### src/common/pdec_mem_pkg.sv
// fixed host map: 13-bit word address, 3-bit region in bits 12:10, no alternative map
package pdec_mem_pkg;

  // ==========================================================================
  // host bus
  // ==========================================================================
  localparam int host_addr_w = 13;
  localparam int host_data_w = 32;

  // region field sits on top of the host address
  localparam int region_lsb  = 10;
  localparam int region_w    = 3;

  // ==========================================================================
  // region codes
  // ==========================================================================
  localparam logic [region_w-1:0] region_para0 = 3'd0;  // parameter region 0
  localparam logic [region_w-1:0] region_para1 = 3'd1;  // parameter region 1
  localparam logic [region_w-1:0] region_drm0  = 3'd2;  // llr bank 0
  localparam logic [region_w-1:0] region_drm1  = 3'd3;  // llr bank 1
  localparam logic [region_w-1:0] region_dec   = 3'd4;  // decision results, read only

  // ==========================================================================
  // depths
  // ==========================================================================
  localparam int drm0_depth      = 192;
  localparam int drm1_depth      = 480;

  // both parameter regions share one array
  localparam int para_depth      = 1026;
  localparam int para_region_ofs = 513;  // first word of region 1

  localparam int dec_depth       = 15;

  // ==========================================================================
  // address widths
  // ==========================================================================
  localparam int drm_addr_w      = 6;  // decoder read index
  localparam int drm_waddr_w     = 9;  // host write index, low bits of host address

  // per bank array index
  localparam int drm0_addr_w     = $clog2(drm0_depth);
  localparam int drm1_addr_w     = $clog2(drm1_depth);

  localparam int para_addr_w     = 10;  // index inside one region
  localparam int para_mem_addr_w = 11;  // index into the shared array

  localparam int dec_addr_w      = 4;

  // byte lanes of a decision word
  localparam int dec_lanes       = 4;

endpackage

### src/common/pdec_llr_pkg.sv
// llr is a 6-bit field, four per bank word; request structs are single-cycle, no handshake
package pdec_llr_pkg;

  localparam int llr_w = 6;

  typedef logic [llr_w-1:0] llr_t;

  // one bank entry, llr3 in the top field
  typedef struct packed {
    llr_t llr3;
    llr_t llr2;
    llr_t llr1;
    llr_t llr0;
  } drm_word_t;

  // eight llrs to the decoder
  typedef struct packed {
    drm_word_t bank1;
    drm_word_t bank0;
  } drm_rdata_t;

  typedef logic [pdec_mem_pkg::host_data_w-1:0] para_word_t;

  // ==========================================================================
  // requests
  // ==========================================================================
  typedef struct packed {
    logic                                   en;
    logic [pdec_mem_pkg::host_addr_w-1:0]   addr;
    logic [pdec_mem_pkg::host_data_w-1:0]   data;
  } host_wr_t;

  typedef struct packed {
    logic                                   en;
    logic [pdec_mem_pkg::host_addr_w-1:0]   addr;
  } host_rd_t;

  typedef struct packed {
    logic                                   en0;   // bank 0
    logic                                   en1;   // bank 1
    logic [pdec_mem_pkg::drm_waddr_w-1:0]   addr;
    drm_word_t                              data;
  } drm_wr_t;

  typedef struct packed {
    logic                                   en;
    logic                                   region;  // 1 = upper region
    logic [pdec_mem_pkg::para_addr_w-1:0]   index;
  } para_wr_t;

  // checker write, one byte per lane
  typedef struct packed {
    logic                                   en;
    logic [pdec_mem_pkg::dec_addr_w-1:0]    addr;
    logic [pdec_mem_pkg::dec_lanes-1:0]     wbyte;
    logic [pdec_mem_pkg::dec_lanes-1:0][7:0] data;
  } dec_wr_t;

endpackage

### src/rtl/dec_result_ram.sv
// checker writes by byte lane, host reads whole words; write and read must not share a cycle
module dec_result_ram (
  input  logic                                 clk,
  input  pdec_llr_pkg::dec_wr_t                dec_wr,
  input  logic                                 ren,
  input  logic [pdec_mem_pkg::dec_addr_w-1:0]  raddr,
  output logic [pdec_mem_pkg::host_data_w-1:0] rdata
);
  import pdec_mem_pkg::*;
  import pdec_llr_pkg::*;

  logic [dec_lanes-1:0][7:0] mem [dec_depth];
  logic [dec_addr_w-1:0]     raddr_q;

  // ==========================================================================
  // array
  // ==========================================================================
  always_ff @(posedge clk) begin
    if (dec_wr.en) begin
      for (int i = 0; i < dec_lanes; i++) begin
        if (dec_wr.wbyte[i]) begin
          mem[dec_wr.addr][i] <= dec_wr.data[i];  // untouched lanes keep old bytes
        end
      end
    end else if (ren) begin
      raddr_q <= raddr;
    end
  end

  assign rdata = mem[raddr_q];  // one cycle after the host read

  // checker and host bus share the single port
  a_no_collision: assert property (@(posedge clk) !(dec_wr.en && ren))
    else $error("dec_result_ram: checker write and host read in one cycle");

endmodule

### config.mk
export PLATFORM = sky130hd
export DESIGN_NAME = dec_result_ram
export DESIGN_NICKNAME = d
export VERILOG_FILES = /design/src/common/pdec_mem_pkg.sv /design/src/common/pdec_llr_pkg.sv /design/src/rtl/dec_result_ram.sv
export SDC_FILE = /design/constraint.sdc
export NUM_CORES = 1
export LEC_CHECK = 0
export BUFFER_PORTS_ARGS = -buffer_cell sky130_fd_sc_hd__clkbuf_2
export CAP_MARGIN = 25
export CORE_MARGIN = 2
export CORE_UTILIZATION = 64
export CTS_BUF_LIST = sky130_fd_sc_hd__clkbuf_2
export DETAILED_ROUTE_END_ITERATION = 10
export HOLD_SLACK_MARGIN = 0.12
export PLACE_DENSITY = 0.93
export SLEW_MARGIN = 10
export SYNTH_ARGS = -nofsm -noshare
export SYNTH_HDL_FRONTEND = slang
export SYNTH_SLANG_ARGS = --single-unit
export TNS_END_PERCENT = 20
### constraint.sdc
create_clock -name clk -period 2.7 [get_ports clk]
set_input_delay 0.675 -clock clk [delete_from_list [all_inputs] [get_ports clk]]
set_output_delay 0.675 -clock clk [all_outputs]
set_load 0.02 [all_outputs]
==> impl_summary.md <==
Run status
The run finished, with violations left. The checks that failed: negative setup slack.

Power and ir drop
The cell-internal power is 10.8 mW. In this run switching power makes up a little over a quarter of total power. The sequential group share of total power is 57.9%. The peak supply drop is ~0.48 mV. Combinational logic is responsible for between 10% and 20% of the overall power.

Dividing total power by cell area gives a power density of between 600 and 700 mW/mm^2. The share of total power in the clock network is a little under a third. After layout, the design draws a total of between 10 and 15 mW. The analysis attributes to net switching a power of around 3.9 mW. For this design the static power due to leakage is 7.70 nW.

Timing
The worst setup skew after layout is around 0.078 ns. Setup repair after global routing could not meet its margin everywhere. The final-report hold violation count is 0. Subtracting the final worst setup slack from the clock period gives around 3.6 ns. The post-route clock period utilization is 133%.

Setup violations remaining at the end of the flow were counted as 32. The max-slew violation count is 0. The slew of the pin with the lowest slew margin is between 0.8 and 0.9 ns. Measured against its own limit, the worst slew margin works out to a little under half. Once routing completed, OpenROAD measured the worst setup slack at -0.884 ns. Based on the critical path, the design can be clocked at up to between 200 and 300 MHz.

Finish
The final net count is between 1,000 and 1,500. The multi-input logic area is slightly above 0.004 sq mm. Cells with a size suffix above 1 make up between 30% and 40% of the layout. The synthesis-to-layout area growth is 18.0%. Fill cells in the final layout number 1,445. Leaving out fill and tap cells, the most frequent cells in the layout are 484 x sky130_fd_sc_hd__edfxtp_1, 214 x sky130_fd_sc_hd__clkbuf_2, 110 x sky130_fd_sc_hd__buf_4.

The most common library cell in the layout ignoring fill and taps is sky130_fd_sc_hd__edfxtp_1. Once layout is complete, the cells apart from fillers number 1,723. The sequential standard cell area is between 0.01 and 0.015 sq mm.

Die
The die is between 150 and 200 microns tall. The width of the die is approximately 180 microns. The initial core utilization is 65.2%.

The number of top-level design ports is 79. The floorplan step defined a die boundary enclosing slightly above 0.03 sq mm. The site row count is 62. The total area inside the core boundary comes to around 0.029 sq mm.

Worst setup path
STA classifies the critical path endpoint as a primary output. The launch point of the worst reg-to-reg path is raddr_q[0]. The data arrival at the endpoint of the critical path is 2.91 ns.

The critical path in this run is classified as reg -> out. STA puts the critical path data required time at ~2.0 ns. In this run the worst path has a maximum fanout of 7. The kind of start point of the critical path is a register.

Synthesis
The post-synthesis instance area is ~0.019 sq mm. After synthesis, the share of flip-flops with an asynchronous set or reset is 0%. The total of flip-flops plus latches after synthesis is 488.

Synthesis produced 954 cells. The number of nets in the synthesized netlist is 1,001. The count of flip-flops with a built-in enable after synthesis is between 400 and 500.

The most used flip-flop cell after synthesis is sky130_fd_sc_hd__edfxtp_1. The share of the Yosys chip area taken by registers is 77.7%. The average footprint of a synthesized cell is 19.7 sq um. The number of different library cells used by synthesis comes to 26. The total number of yosys warnings is 0.

Route
The average routed wire per standard cell is just under 30 microns. The routed design has 49.8 mm of wire. For this run, the detailed router's first-pass iteration total came to 5. The post-detailed-route DRC marker count is 0. The via density per instance is about 6.6. The violation count after the first detailed-route iteration is ~1,800. In this run the remaining antenna-violating nets after routing total 0. The total vias in the final route is between 10,000 and 15,000.

Job
The max-cap check violation count is 0.

Clocking
At the later pin of the worst-skew pair, clock insertion delay measures 1.00 ns. The number of buffers on the longest clock path is 3. TritonCTS built the clock tree. The tree built by TritonCTS fans out to roughly 490 sinks. The number of clock buffers added by TritonCTS is 110.

After clock tree synthesis, the clock-pin slew on the worst setup and hold paths is approximately 0.15 ns. The number of levels the H-tree was split into is 3. The root buffer cell chosen for the clock tree is sky130_fd_sc_hd__clkbuf_2.

Worst hold path
The startpoint of the worst hold path is dec_wr[29]. The worst hold path belongs to the class in -> reg.

Global routing
The wire length of the first global-routing pass is 69.1 mm. Entering global routing, the biggest net connects 44 pins. In the global route stage, overall resource usage came out at between 30% and 40%.

The number of global-route vias before repair was approximately 12,000. The initial antenna violation count is 3. Summed over all layers, the global routing overflow is 0.

Place
The number of port buffers is 78. The weighted congestion reported at the end of routability-driven placement is about 0.9. The number of placed instances, taps included, is 1,451. The post-detailed-placement half-perimeter wirelength is about 28 mm.
[sequential cells by signal, summed over array words and instances (netlist names), named ones only]
signal / count
raddr_q: 4
mem: 480
[metrics by stage]
stage	worst slack (ns)	util (%)	cell area (sq um)	TNS [ns]	hold slack, ns
2_1_floorplan	0.402	-	18800	0	0.449
3_3_place_gp	0.132	69.8	20100	0	0.494
3_5_place_dp	-0.0155	69.8	20100	-0.0155	0.501
4_1_cts	-0.792	75.5	21800	-23.46	0.121
5_1_grt	-0.994	76.9	22200	-29.09	0.112
6_report	-0.884	76.9	22200	-25.18	0.188
[power groups by stage]
stage / logic, mW / registers [mW] / clock network (mW)
5_1_grt: 1.70 / 8.47 / 4.92
6_report: 1.65 / 8.46 / 4.51
3_5_place_dp: 1.29 / 8.63 / 0
3_3_place_gp: 1.24 / 8.61 / 0
4_1_cts: 1.44 / 8.45 / 4.43
2_1_floorplan: 0.814 / 8.60 / 0
[routing by layer]
| layer | share of wire [%] | track usage, % | vias up |
|---|---|---|---|
| met5 | 0.026 | 0 | - |
| met4 | 5.4 | 15.0 | 2 |
| met3 | 12 | 8.38 | 225 |
| met2 | 50 | 50.1 | 1024 |
| met1 | 32 | 39.5 | 5524 |
| li1 | - | - | 4547 |
[cell families after synthesis]
family | Yosys count | share of synthesized area [%]
muxes | 132 | 12.7
AOI/OAI and AO/OA | 118 | 4.21
buffers and inverters | 54 | 1.70
DFF | 488 | 77.7
and+or+nand+nor | 162 | 3.74
[worst max-delay path: stages, from the launching register on]
cell                       delay, ns
sky130_fd_sc_hd__dfxtp_4        0.43
sky130_fd_sc_hd__buf_4          0.15
sky130_fd_sc_hd__buf_8          0.14
sky130_fd_sc_hd__mux4_2         0.55
sky130_fd_sc_hd__nor2b_1        0.17
sky130_fd_sc_hd__a211oi_2       0.20
sky130_fd_sc_hd__a21oi_2        0.11
sky130_fd_sc_hd__buf_4          0.19
[cell usage after synthesis, drive strengths merged (6+ instances only)]
cell type	n	area [sq um]
a22oi	29	218
o22ai	11	68.8
a21oi	24	120
mux2i	43	430
nand3	6	30.0
a31oi	11	68.8
a211o	11	96.3
edfxtp	484	14500
o211ai	21	158
o21ai	8	40.0
mux4	85	1910
buf	37	255
nand2b	13	81.3
clkbuf	16	60.1
nor2b	21	131
nand2	35	131
nor2	86	323
[worst paths after layout]
check,to,slack (ns),depth (start not counted)
setup reg to reg,register,1.92,1
hold reg to reg,register,0.49,1
hold / removal,mem[5][29],0.19,1
setup / recovery,rdata[0],-0.88,7
[cell type report]
type	count	area share [%]
clock inverter	34	0.637
inverter	1	0.0338
multi-input combinational	412	18.5
antenna	2	0.0225
timing repair buffer	237	9.01
clock buffer	165	3.72
sequential	488	65.9
tap	384	2.16
[what timing repair did]
action,in CTS,in global routing
pin swaps,4,20
endpoints found under the hold margin,263,19
endpoints found under the setup margin,32,32
resized for setup,32,85
hold buffers,29,3
cloned,2,4
buffers inserted,19,17
No activity file was read; power rests on OpenSTA's default activity.
